--- config.mk ---
export PLATFORM = sky130hd
export DESIGN_NAME = mmu_top
export DESIGN_NICKNAME = d
export VERILOG_FILES = /design/src/design/tlb_pkg.sv /design/src/design/mmu_top.sv /design/src/design/page_perm_check.sv /design/src/design/page_walker.sv /design/src/design/tlb.sv /design/src/design/tlb_sram.sv
export SDC_FILE = /design/constraint.sdc
export NUM_CORES = 2
export LEC_CHECK = 0
export ABC_CLOCK_PERIOD_IN_PS = 11300
export BUFFER_PORTS_ARGS = -buffer_cell sky130_fd_sc_hd__buf_4
export CORE_MARGIN = 2
export CORE_UTILIZATION = 35
export CTS_CLUSTER_SIZE = 25
export DETAILED_ROUTE_END_ITERATION = 10
export HOLD_SLACK_MARGIN = 0.05
export PLACE_DENSITY = 0.48
export SYNTH_ARGS = -nofsm -noshare
export SYNTH_HDL_FRONTEND = slang
export SYNTH_HIERARCHICAL = 1
export SYNTH_SLANG_ARGS = --single-unit
--- constraint.sdc ---
create_clock -name CLK -period 11.3 [get_ports CLK]
set_input_delay 1.13 -clock CLK [delete_from_list [all_inputs] [get_ports CLK]]
set_output_delay 1.13 -clock CLK [all_outputs]
set_load 0.05 [all_outputs]
--- src/design/tlb_pkg.sv ---
/*
 * shared Sv32 translation types and sizes for the data TLB,
 * the page table walker and the permission checker
 */
package tlb_pkg;

    localparam int PAGE_OFFSET_BITS = 12;  // 4 KiB pages
    localparam int VPN_BITS         = 20;
    localparam int VPN_PART_BITS    = 10;  // one walk level index
    localparam int PPN_BITS         = 22;
    localparam int PADDR_BITS       = 34;
    localparam int ASID_BITS        = 9;
    localparam int TLB_WAYS         = 2;
    localparam int TLB_SETS         = 16;
    localparam int SET_BITS         = 4;
    localparam int TAG_BITS         = VPN_BITS - SET_BITS;
    localparam int WALK_LEVELS      = 2;

    // privilege mode encodings
    localparam logic [1:0] PRV_U = 2'b00;
    localparam logic [1:0] PRV_S = 2'b01;
    localparam logic [1:0] PRV_M = 2'b11;

    typedef struct packed {
        logic [1:0] rsw;
        logic       d;
        logic       a;
        logic       g;
        logic       u;
        logic       x;
        logic       w;
        logic       r;
        logic       v;
    } pte_perms_t;

    typedef struct packed {
        logic [PPN_BITS-1:0] ppn;
        pte_perms_t          perms;
    } pte_t;

    // same 32-bit VA, split for set lookup or for the two walk levels
    typedef struct packed {
        logic [TAG_BITS-1:0]         tag;
        logic [SET_BITS-1:0]         set;
        logic [PAGE_OFFSET_BITS-1:0] offset;
    } va_tlb_t;

    typedef struct packed {
        logic [VPN_PART_BITS-1:0]    vpn1;
        logic [VPN_PART_BITS-1:0]    vpn0;
        logic [PAGE_OFFSET_BITS-1:0] offset;
    } va_walk_t;

    typedef union packed {
        va_tlb_t  tlb;
        va_walk_t walk;
    } va_u;

    typedef struct packed {
        logic                 valid;
        logic [ASID_BITS-1:0] asid;
        logic [TAG_BITS-1:0]  tag;
    } tlb_tag_t;

    typedef struct packed {
        tlb_tag_t tag;
        pte_t     pte;
    } tlb_frame_t;  // 58 bits

    typedef struct packed {
        tlb_frame_t [TLB_WAYS-1:0] frames;
    } tlb_set_t;

    typedef struct packed {
        logic        ren;
        logic        wen;
        logic [31:0] addr;
    } mem_req_t;

    typedef struct packed {
        logic                 trans_on;
        logic [ASID_BITS-1:0] asid;
        logic [PPN_BITS-1:0]  ppn;  // root table
    } satp_t;

    typedef struct packed {
        logic [1:0] mode;
        logic       sum;
        logic       mxr;
    } prv_t;

    typedef struct packed {
        logic [31:0]          va;    // zero fences every page
        logic [ASID_BITS-1:0] asid;  // zero fences every space
    } fence_t;

    typedef enum logic [1:0] {
        ACCESS_NONE,
        ACCESS_LOAD,
        ACCESS_STORE
    } access_t;

    typedef struct packed {
        logic done;
        logic fault;
        pte_t pte;
    } walk_rsp_t;

endpackage

--- src/design/mmu_top.sv ---
/*
 * data-side address translation unit
 * TLB, page table walker and permission checker joined together
 */
`timescale 1ns/10ps

module mmu_top
    import tlb_pkg::*;
(
    input  logic                  CLK,
    input  logic                  nRST,
    input  mem_req_t              req,
    input  satp_t                 satp,
    input  prv_t                  prv,
    input  logic                  fence,
    input  fence_t                fence_cfg,
    input  logic [31:0]           pt_rdata,
    input  logic                  pt_busy,
    output logic                  busy,
    output logic [PADDR_BITS-1:0] paddr,
    output logic                  fault_load,
    output logic                  fault_store,
    output logic                  fence_done,
    output logic                  pt_ren,
    output logic [PADDR_BITS-1:0] pt_addr
);

    pte_t      hit_pte;
    logic      hit;
    access_t   access;
    logic      walk_start;
    va_u       walk_va;
    walk_rsp_t walk_rsp;
    logic      walk_fault;
    logic      chk_fault_load;
    logic      chk_fault_store;

    tlb tlb0 (
        .CLK        (CLK),
        .nRST       (nRST),
        .req        (req),
        .satp       (satp),
        .fence      (fence),
        .fence_cfg  (fence_cfg),
        .walk_rsp   (walk_rsp),
        .busy       (busy),
        .paddr      (paddr),
        .hit_pte    (hit_pte),
        .hit        (hit),
        .access     (access),
        .walk_start (walk_start),
        .walk_va    (walk_va),
        .walk_fault (walk_fault),
        .fence_done (fence_done)
    );

    page_walker walker0 (
        .CLK      (CLK),
        .nRST     (nRST),
        .start    (walk_start),
        .va       (walk_va),
        .root_ppn (satp.ppn),
        .pt_rdata (pt_rdata),
        .pt_busy  (pt_busy),
        .pt_ren   (pt_ren),
        .pt_addr  (pt_addr),
        .rsp      (walk_rsp)
    );

    page_perm_check perm0 (
        .check       (hit),
        .access      (access),
        .pte         (hit_pte),
        .prv         (prv),
        .fault_load  (chk_fault_load),
        .fault_store (chk_fault_store)
    );

    // walk faults take the type of the pending access
    assign fault_load  = chk_fault_load || (walk_fault && access == ACCESS_LOAD);
    assign fault_store = chk_fault_store || (walk_fault && access == ACCESS_STORE);

    // a fault only comes out together with the pipeline release
    a_fault_release: assert property (@(posedge CLK) disable iff (!nRST)
        fault_load || fault_store |-> !busy);

endmodule

--- src/design/page_perm_check.sv ---
/*
 * Sv32 leaf permission check
 * raises a load or store page fault for the access against the leaf pte
 */
`timescale 1ns/10ps

module page_perm_check
    import tlb_pkg::*;
(
    input  logic    check,
    input  access_t access,
    input  pte_t    pte,
    input  prv_t    prv,
    output logic    fault_load,
    output logic    fault_store
);

    logic priv_bad;  // invalid leaf or wrong privilege
    logic load_ok;
    logic store_ok;

    always_comb begin
        priv_bad = !pte.perms.v;
        // supervisor touching a user page
        if (prv.mode == PRV_S && pte.perms.u && !prv.sum) begin
            priv_bad = 1'b1;
        end
        if (prv.mode == PRV_U && !pte.perms.u) begin
            priv_bad = 1'b1;
        end
    end

    // a and d are not maintained here, so they are not checked
    assign load_ok  = pte.perms.r || (pte.perms.x && prv.mxr);  // mxr makes x readable
    assign store_ok = pte.perms.r && pte.perms.w;

    assign fault_load  = check && access == ACCESS_LOAD && (priv_bad || !load_ok);
    assign fault_store = check && access == ACCESS_STORE && (priv_bad || !store_ok);

endmodule

--- src/design/page_walker.sv ---
/*
 * two-level Sv32 page table walker
 * reads through a plain memory port, returns the leaf pte or a fault
 */
`timescale 1ns/10ps

module page_walker
    import tlb_pkg::*;
(
    input  logic                  CLK,
    input  logic                  nRST,
    input  logic                  start,
    input  va_u                   va,
    input  logic [PPN_BITS-1:0]   root_ppn,
    input  logic [31:0]           pt_rdata,
    input  logic                  pt_busy,
    output logic                  pt_ren,
    output logic [PADDR_BITS-1:0] pt_addr,
    output walk_rsp_t             rsp
);

    localparam int LEVEL_BITS = (WALK_LEVELS > 1) ? $clog2(WALK_LEVELS) : 1;

    typedef enum logic {IDLE, WALK} walk_state_t;

    walk_state_t              state;
    logic [LEVEL_BITS-1:0]    level;
    logic [PADDR_BITS-1:0]    addr;  // pte address of this level
    logic [VPN_PART_BITS-1:0] vpn0;  // kept for the second read
    pte_t                     pte;
    logic                     pte_bad;
    logic                     pte_leaf;
    logic                     last_level;
    logic                     fault_now;

    assign pte        = pte_t'(pt_rdata);
    assign pte_bad    = !pte.perms.v || (pte.perms.w && !pte.perms.r);  // w without r reserved
    assign pte_leaf   = pte.perms.r || pte.perms.x;
    assign last_level = level == '0;
    // leaf at level 1 would be a superpage
    assign fault_now  = pte_bad || (last_level ? !pte_leaf : pte_leaf);

    assign pt_ren  = state == WALK;
    assign pt_addr = addr;

    always_comb begin
        rsp = '0;
        if (state == WALK && !pt_busy && (fault_now || last_level)) begin
            rsp.done  = 1'b1;
            rsp.fault = fault_now;
            rsp.pte   = fault_now ? '0 : pte;
        end
    end

    always_ff @(posedge CLK, negedge nRST) begin
        if (!nRST) begin
            state <= IDLE;
            level <= '0;
        end else begin
            case (state)
                IDLE: begin
                    if (start) begin
                        state <= WALK;
                        level <= LEVEL_BITS'(WALK_LEVELS - 1);
                    end
                end
                WALK: begin
                    if (rsp.done) begin
                        state <= IDLE;
                    end else if (!pt_busy) begin
                        level <= level - 1'b1;  // descend to the next table
                    end
                end
                default: state <= IDLE;
            endcase
        end
    end

    always_ff @(posedge CLK) begin
        if (state == IDLE && start) begin
            addr <= {root_ppn, va.walk.vpn1, 2'b00};
            vpn0 <= va.walk.vpn0;
        end else if (state == WALK && !pt_busy && !rsp.done) begin
            addr <= {pte.ppn, vpn0, 2'b00};
        end
    end

    // a read held off by the memory keeps its request and address
    a_addr_hold: assert property (@(posedge CLK) disable iff (!nRST)
        pt_ren && pt_busy |=> pt_ren && $stable(pt_addr));

    // the TLB never restarts a walk that is still running
    a_start_idle: assert property (@(posedge CLK) disable iff (!nRST)
        start |-> state == IDLE);

endmodule

--- src/design/tlb.sv ---
/*
 * two-way set-associative data TLB
 * clears on reset, hits in the request cycle, fills from the walker, fence scan
 */
`timescale 1ns/10ps

module tlb
    import tlb_pkg::*;
(
    input  logic                  CLK,
    input  logic                  nRST,
    input  mem_req_t              req,
    input  satp_t                 satp,
    input  logic                  fence,
    input  fence_t                fence_cfg,
    input  walk_rsp_t             walk_rsp,
    output logic                  busy,
    output logic [PADDR_BITS-1:0] paddr,
    output pte_t                  hit_pte,
    output logic                  hit,
    output access_t               access,
    output logic                  walk_start,
    output va_u                   walk_va,
    output logic                  walk_fault,
    output logic                  fence_done
);

    localparam int FRAME_BITS = (TLB_WAYS > 1) ? $clog2(TLB_WAYS) : 1;  // way index
    localparam int SCAN_BITS  = SET_BITS + FRAME_BITS;

    typedef enum logic [1:0] {CLEAR, READY, FILL, FENCE} tlb_state_t;

    tlb_state_t            state, next_state;
    logic [SCAN_BITS-1:0]  scan_cnt;                // set then way
    logic [FRAME_BITS-1:0] last_used [TLB_SETS];    // nru way per set
    logic [FRAME_BITS-1:0] hit_way;
    logic [FRAME_BITS-1:0] ridx;
    logic [FRAME_BITS-1:0] scan_way;
    logic [SET_BITS-1:0]   scan_set;
    logic [SET_BITS-1:0]   sel;
    va_u                   req_va;
    va_u                   fence_va;
    tlb_set_t              rd_set;
    tlb_set_t              wr_set;
    tlb_set_t              wr_mask;
    tlb_frame_t            scan_frame;
    logic                  sram_wen;
    logic                  req_active;
    logic                  way_hit;
    logic                  fence_match;
    logic                  scan_last;

    assign req_va     = req.addr;
    assign fence_va   = fence_cfg.va;
    assign walk_va    = req_va;
    assign req_active = req.ren || req.wen;
    assign access     = req.wen ? ACCESS_STORE : (req.ren ? ACCESS_LOAD : ACCESS_NONE);

    assign scan_set  = scan_cnt[FRAME_BITS +: SET_BITS];
    assign scan_way  = scan_cnt[FRAME_BITS-1:0];
    assign scan_last = scan_cnt == SCAN_BITS'(TLB_SETS * TLB_WAYS - 1);

    always_comb begin
        case (state)
            CLEAR:   sel = scan_cnt[SET_BITS-1:0];  // one set per cycle
            FENCE:   sel = scan_set;
            default: sel = req_va.tlb.set;
        endcase
    end

    tlb_sram #(.WIDTH($bits(tlb_set_t)), .DEPTH(TLB_SETS)) sram0 (
        .CLK   (CLK),
        .nRST  (nRST),
        .sel   (sel),
        .wen   (sram_wen),
        .wdata (wr_set),
        .wmask (wr_mask),
        .rdata (rd_set)
    );

    // tag compare across both ways
    always_comb begin
        way_hit = 1'b0;
        hit_way = '0;
        for (int i = 0; i < TLB_WAYS; i++) begin
            if (rd_set.frames[i].tag.valid && rd_set.frames[i].tag.tag == req_va.tlb.tag &&
                rd_set.frames[i].tag.asid == satp.asid) begin
                way_hit = 1'b1;
                hit_way = FRAME_BITS'(i);
            end
        end
    end

    assign hit     = state == READY && satp.trans_on && req_active && way_hit && !fence;
    assign hit_pte = hit ? rd_set.frames[hit_way].pte : '0;
    assign paddr   = satp.trans_on ? {hit_pte.ppn, req_va.tlb.offset} : PADDR_BITS'(req.addr);

    // victim is the way after the last used one
    always_comb begin
        ridx = last_used[req_va.tlb.set] + 1'b1;
        if (last_used[req_va.tlb.set] == FRAME_BITS'(TLB_WAYS - 1)) begin
            ridx = '0;
        end
    end

    assign scan_frame  = rd_set.frames[scan_way];
    assign fence_match = scan_frame.tag.valid &&
        (fence_cfg.va == '0 ||
         (scan_frame.tag.tag == fence_va.tlb.tag && scan_set == fence_va.tlb.set)) &&
        (fence_cfg.asid == '0 ||
         (scan_frame.tag.asid == fence_cfg.asid && !scan_frame.pte.perms.g));

    always_comb begin
        next_state = state;
        busy       = 1'b1;
        walk_start = 1'b0;
        walk_fault = 1'b0;
        fence_done = 1'b0;
        sram_wen   = 1'b0;
        wr_set     = '0;
        wr_mask    = '1;
        case (state)
            CLEAR: begin
                sram_wen = 1'b1;
                wr_mask  = '0;
                if (scan_cnt[SET_BITS-1:0] == SET_BITS'(TLB_SETS - 1)) begin
                    next_state = READY;
                end
            end
            READY: begin
                if (fence) begin  // fence wins over a miss
                    next_state = FENCE;
                end else if (!satp.trans_on || way_hit) begin
                    busy = 1'b0;
                end else if (req_active) begin
                    walk_start = 1'b1;
                    next_state = FILL;
                end
            end
            FILL: begin
                if (walk_rsp.done) begin
                    next_state = READY;
                    if (walk_rsp.fault) begin
                        walk_fault = 1'b1;  // release the pipeline with the fault
                        busy       = 1'b0;
                    end else begin
                        sram_wen                     = 1'b1;
                        wr_set.frames[ridx].tag.valid = 1'b1;
                        wr_set.frames[ridx].tag.asid  = satp.asid;
                        wr_set.frames[ridx].tag.tag   = req_va.tlb.tag;
                        wr_set.frames[ridx].pte       = walk_rsp.pte;
                        wr_mask.frames[ridx]          = '0;
                    end
                end
            end
            FENCE: begin
                if (fence_match) begin
                    sram_wen                 = 1'b1;
                    wr_mask.frames[scan_way] = '0;
                end
                if (scan_last) begin
                    fence_done = 1'b1;
                    next_state = READY;
                end
            end
            default: next_state = CLEAR;
        endcase
    end

    always_ff @(posedge CLK, negedge nRST) begin
        if (!nRST) begin
            state    <= CLEAR;
            scan_cnt <= '0;
        end else begin
            state <= next_state;
            if (state == CLEAR || state == FENCE) begin
                scan_cnt <= scan_cnt + 1'b1;
            end else begin
                scan_cnt <= '0;
            end
        end
    end

    always_ff @(posedge CLK, negedge nRST) begin
        if (!nRST) begin
            for (int i = 0; i < TLB_SETS; i++) begin
                last_used[i] <= '0;
            end
        end else if (hit) begin
            last_used[req_va.tlb.set] <= hit_way;
        end
    end

    // reset clearing runs once, nothing goes back to CLEAR
    a_clear_once: assert property (@(posedge CLK) disable iff (!nRST)
        state != CLEAR |=> state != CLEAR);

    // the walker only answers while a fill is waiting
    a_walk_rsp_fill: assert property (@(posedge CLK) disable iff (!nRST)
        walk_rsp.done |-> state == FILL);

endmodule

--- src/design/tlb_sram.sv ---
/*
 * tlb set array
 * combinational read, synchronous write of the bits with a zero mask bit
 */
`timescale 1ns/10ps

module tlb_sram #(
    parameter int WIDTH = 8,
    parameter int DEPTH = 16
) (
    input  logic                     CLK,
    input  logic                     nRST,
    input  logic [$clog2(DEPTH)-1:0] sel,
    input  logic                     wen,
    input  logic [WIDTH-1:0]         wdata,
    input  logic [WIDTH-1:0]         wmask,
    output logic [WIDTH-1:0]         rdata
);

    logic [WIDTH-1:0] mem [DEPTH];

    assign rdata = mem[sel];

    always_ff @(posedge CLK, negedge nRST) begin
        if (!nRST) begin
            for (int i = 0; i < DEPTH; i++) begin
                mem[i] <= '0;
            end
        end else if (wen) begin
            // mask bit set keeps the old bit
            mem[sel] <= (mem[sel] & wmask) | (wdata & ~wmask);
        end
    end

endmodule

---- Word level (Yosys, flattened, before mapping) ----
Cells that the tools add are included.
W data, S select, Z words.
operators by class
  reductions and logical operators ........ 66
  mux-type cells .......................... 86
  equal/unequal tests ..................... 23
  add/subtract/negate cells ............... 3
  magnitude comparators ................... 9
  bitwise gates (word level) .............. 10
operator list
  operator             count
  $bwmux W1856         1
  $mux W116            9
  $bmux W116 S4        1
  $demux W116 S4       1
  $bwmux W116          3
  $demux W58 S1        6
  $not A116 Y116       3
  $pmux W116 S3        1
  $mux W58             5
  $and A116 B116 Y116  2
  $mux W32             5
  $mux W34             4
  $or A116 B116 Y116   1
  $mux W57             1
  $eq A16 B16 Y1       3
  $mux W48             1
  $logic_and A1 B1 Y1  32
  $logic_not A32 Y1    1
  $mux W1              31
  $eq A9 B9 Y1         3
  $bwmux W16           1
  $logic_or A1 B1 Y1   14
  $mux W2              7
  $logic_not A1 Y1     13
  30 further kinds     48
word-level totals
  output and inout port bits .............. 73
  input bits .............................. 147
  register bits after elaboration ......... 1923

---- Logic depth before layout (Yosys ltp) ----
  depth in word-level cells ............... 21
  depth in mapped cells ................... 27
  depth with buffers taken out ............ 19

---- Hierarchy ----
The synthesis kept the hierarchy.
by module, submodules not included
  module           times used  cells an instance  area each (um^2)
  tlb_sram         1           8473               86516.7
  tlb              1           617                4450.5
  page_walker      1           134                2080.7
  page_perm_check  1           10                 58.8
  mmu_top          1           4                  23.8

---- Worst setup path before layout ----
No wires, ideal clock.
  path kind ............................... in2reg
  start ................................... input port req[14] in the netlist's numbering
  end ..................................... register tlb0/sram0/mem[1159] in the netlist's numbering
  cell stages on the path ................. 19
  setup slack ............................. 1.674 ns
  data arrival time ....................... 9.524 ns
  library setup time ...................... 0.102 ns
  path through ............................ clkbuf_1 -> inv_1 -> a21oi_1 -> buf_2 -> buf_2 -> clkbuf_1 -> clkbuf_1 -> nand3_1 -> nand2_1 -> mux2i_1 -> xor2_1 -> nand4_1 -> nor2_1 -> a31o_2 -> nand3_1 -> a221o_1 -> a41oi_2 -> buf_2 -> a31oi_1
RTL lines
  what                            line            text
  start: declaration              mmu_top.sv:12   input mem_req_t req,
  end signal: indexed assignment  tlb_sram.sv:31  mem[sel] <= (mem[sel] & wmask) | (wdata & ~wmask);
  end: declaration                tlb_sram.sv:20  logic [WIDTH-1:0] mem [DEPTH];

==> Flow_metrics.wiki <==
{| class="wikitable"
! Metric !! Value
|-
| Pin count of the biggest net entering global routing || 180
|-
| Critical path peak fanout || 39
|-
| Global-route wire length before repair || about 430 mm
|-
| DIE AREA || roughly 250000 um2
|-
| Clock Root Buffer || clkbuf_16
|-
| Iter 0 DRT Violations || between 5000 and 6000
|-
| Via count of the first global-routing pass || roughly 65000
|-
| Fin area || about 97000 um2
|-
| Rows || around 180
|-
| Synthesized area per cell || about 10 um2
|-
| Number of failing setup endpoints in the final timing report || 0
|-
| Fillers || between 20000 and 25000
|-
| Startpoint types || flip-flop
|-
| Die boundary height || a little over 500 um
|-
| Critical path start-end classification || reg -> out
|-
| Clock period minus final worst setup slack || a little under 10 ns
|-
| Cell count after synthesis || approximately 8600
|-
| Sum of net half-perimeters after detailed placement || about 160 mm
|-
| Routed Antenna Nets || 0
|-
| Summed negative setup slack over all endpoints || 0 ns
|-
| Vias per std cell || 5.57
|-
| Clock Tree Buf Depth || 3
|-
| Yosys synthesis warning count || 6
|-
| Cell area after placement || between 90000 and 100000 um2
|-
| Insertion delay to the later sink of the worst-skew pair || between 0.8 and 0.9 ns
|-
| Start point of the critical path || tlb0/state[1]
|-
| Data arrival time of the critical path || approximately 8.7 ns
|-
| Clock Skew || approximately 0.033 ns
|-
| Placeable core region || approximately 250000 um2
|-
| DRC || 0
|-
| Synthesis-to-finish area growth || 11.7%
|-
| Unrepaired setup endpoints after global routing || no
|-
| Highest achievable clock rate || about 0.1 GHz
|-
| Clk sinks || between 1500 and 2000
|-
| Hold bufs inserted after CTS || 0
|-
| Number of iterations in the first detailed-routing pass || 8
|-
| Origin of the critical flop-to-flop path || tlb0/state[1]
|-
| Slew HR || 0.221
|-
| Setup fix buffers added after clock tree synthesis || 0
|-
| Netlist Area Pre-Place || around 87000 um2
|-
| PortBufs || between 150 and 200
|-
| Hold Fails Final Rpt || 0
|-
| X dimension of the die || 503 um
|-
| Total via count in the routed design || between 60000 and 70000
|-
| Min-Delay Path Class || in -> async
|-
| Critical path endpoint category || output pin
|-
| Antenna violations before repair || 11
|-
| Total routed wirelength || about 290 mm
|-
| Clock tree from TritonCTS || done
|-
| Count of nets after finishing || 8500
|-
| Number of resized instances in the post-cts repair step || 0
|-
| Clock-pin slew reported for the worst setup and hold paths after clock tree synthesis || around 0.06 ns
|-
| # IOs || 220
|-
| Number of levels the H-tree was split into || 4
|-
| GP Congestion || between 0.8 and 0.9
|-
| Initial Util || 0.351
|-
| Most common cell after layout, fill and taps aside || nor2_1
|-
| Mean routed wirelength per cell || about 24 um
|-
| Status || finished clean
|-
| Number of max-slew violations in the final report || 0
|-
| Actual slew at the worst max-slew pin || around 1.2 ns
|-
| Number of buffers added by the clock tree synthesis step || 203
|-
| Gr usage total || 0.225
|-
| Data required time at the worst endpoint || ~10 ns
|-
| Share of the clock period used by the worst path after layout || 0.873
|-
| Commonest cells after routing, fill and taps aside || 1754 x nor2_1, 1752 x dfrtp_1, 890 x mux2i_1, 875 x a21oi_1, 865 x a31oi_1
|-
| Layout cells sized above 1 || 0.113
|-
| Max-cap viol count || 0
|-
| Overall overflow remaining after global route || 0
|}
worst max-delay path: stages (launching register included):
cell and delay (ns):
dfrtp_1 0.46, inv_1 0.11, ha_1 0.65, a221oi_1 0.12, a21oi_1 0.77, and2_4 0.71
buf_4 0.53, buf_4 0.67, a22oi_1 0.27, nand3_1 0.17, nand2_1 0.24, xnor2_1 0.26
nand4_1 0.15, nor4_2 0.41, buf_4 0.71, a22oi_1 0.42, nor2_1 0.30, nand3_1 0.15
nor3_1 0.20, nor3_1 0.08, a31o_1 0.20, buf_4 0.19
cell type report:
type	instances	area (um2)	share of cell area
flip-flops and latches	1795	45100	0.464
multi-input cells	5972	37700	0.388
clock buffers	318	6230	0.0640
well taps	3330	4170	0.0428
repair buffers	344	3330	0.0342
clock inverters	49	584	0.00600
inverters	31	124	0.00127
diodes	10	25.0	0.000257
final timing paths:
| kind | cells past startpoint | to | slack, ns |
|---|---|---|---|
| max in group asynchronous | 4 | tlb0/sram0/mem[345] | 8.24 |
| max reg2reg | 21 | tlb0/sram0/mem[1724] | 2.31 |
| max | 21 | fault_store | 1.44 |
| min reg2reg | 1 | walker0/level | 0.51 |
| min | 1 | tlb0/sram0/mem[1463] | 0.28 |
| min in group CLK | 1 | walker0/level | 0.51 |
stage by stage:
step,cells,setup slack (ns),util,hold WS [ns]
final,11849,1.44,0.392,0.284
after global routing,11843,1.10,0.392,0.341
after CTS,11839,1.36,0.392,0.283
after detailed placement,11472,1.91,0.365,0.501
after global placement,11472,1.93,0.365,0.492
after floorplan,8646,2.08,-,0.466
flip-flops by register name (all words and copies together) (netlist names):
signal and count:
tlb0/sram0/mem 1728, walker0/pt_addr 32, tlb0/last_used 16, walker0/vpn0 10
tlb0/scan_cnt 5, tlb0/state 2, walker0/level 1, walker0/pt_ren 1
layer usage:
layer,GRT usage,wire length [um],share of wire
met5,0,0,0
met4,0.0830,10300,0.036
met3,0.0285,13500,0.047
met2,0.370,138000,0.48
met1,0.303,127000,0.44
Power is not shown: default switching activity piles up to over one toggle a cycle in this logic, so the estimate is an artifact.
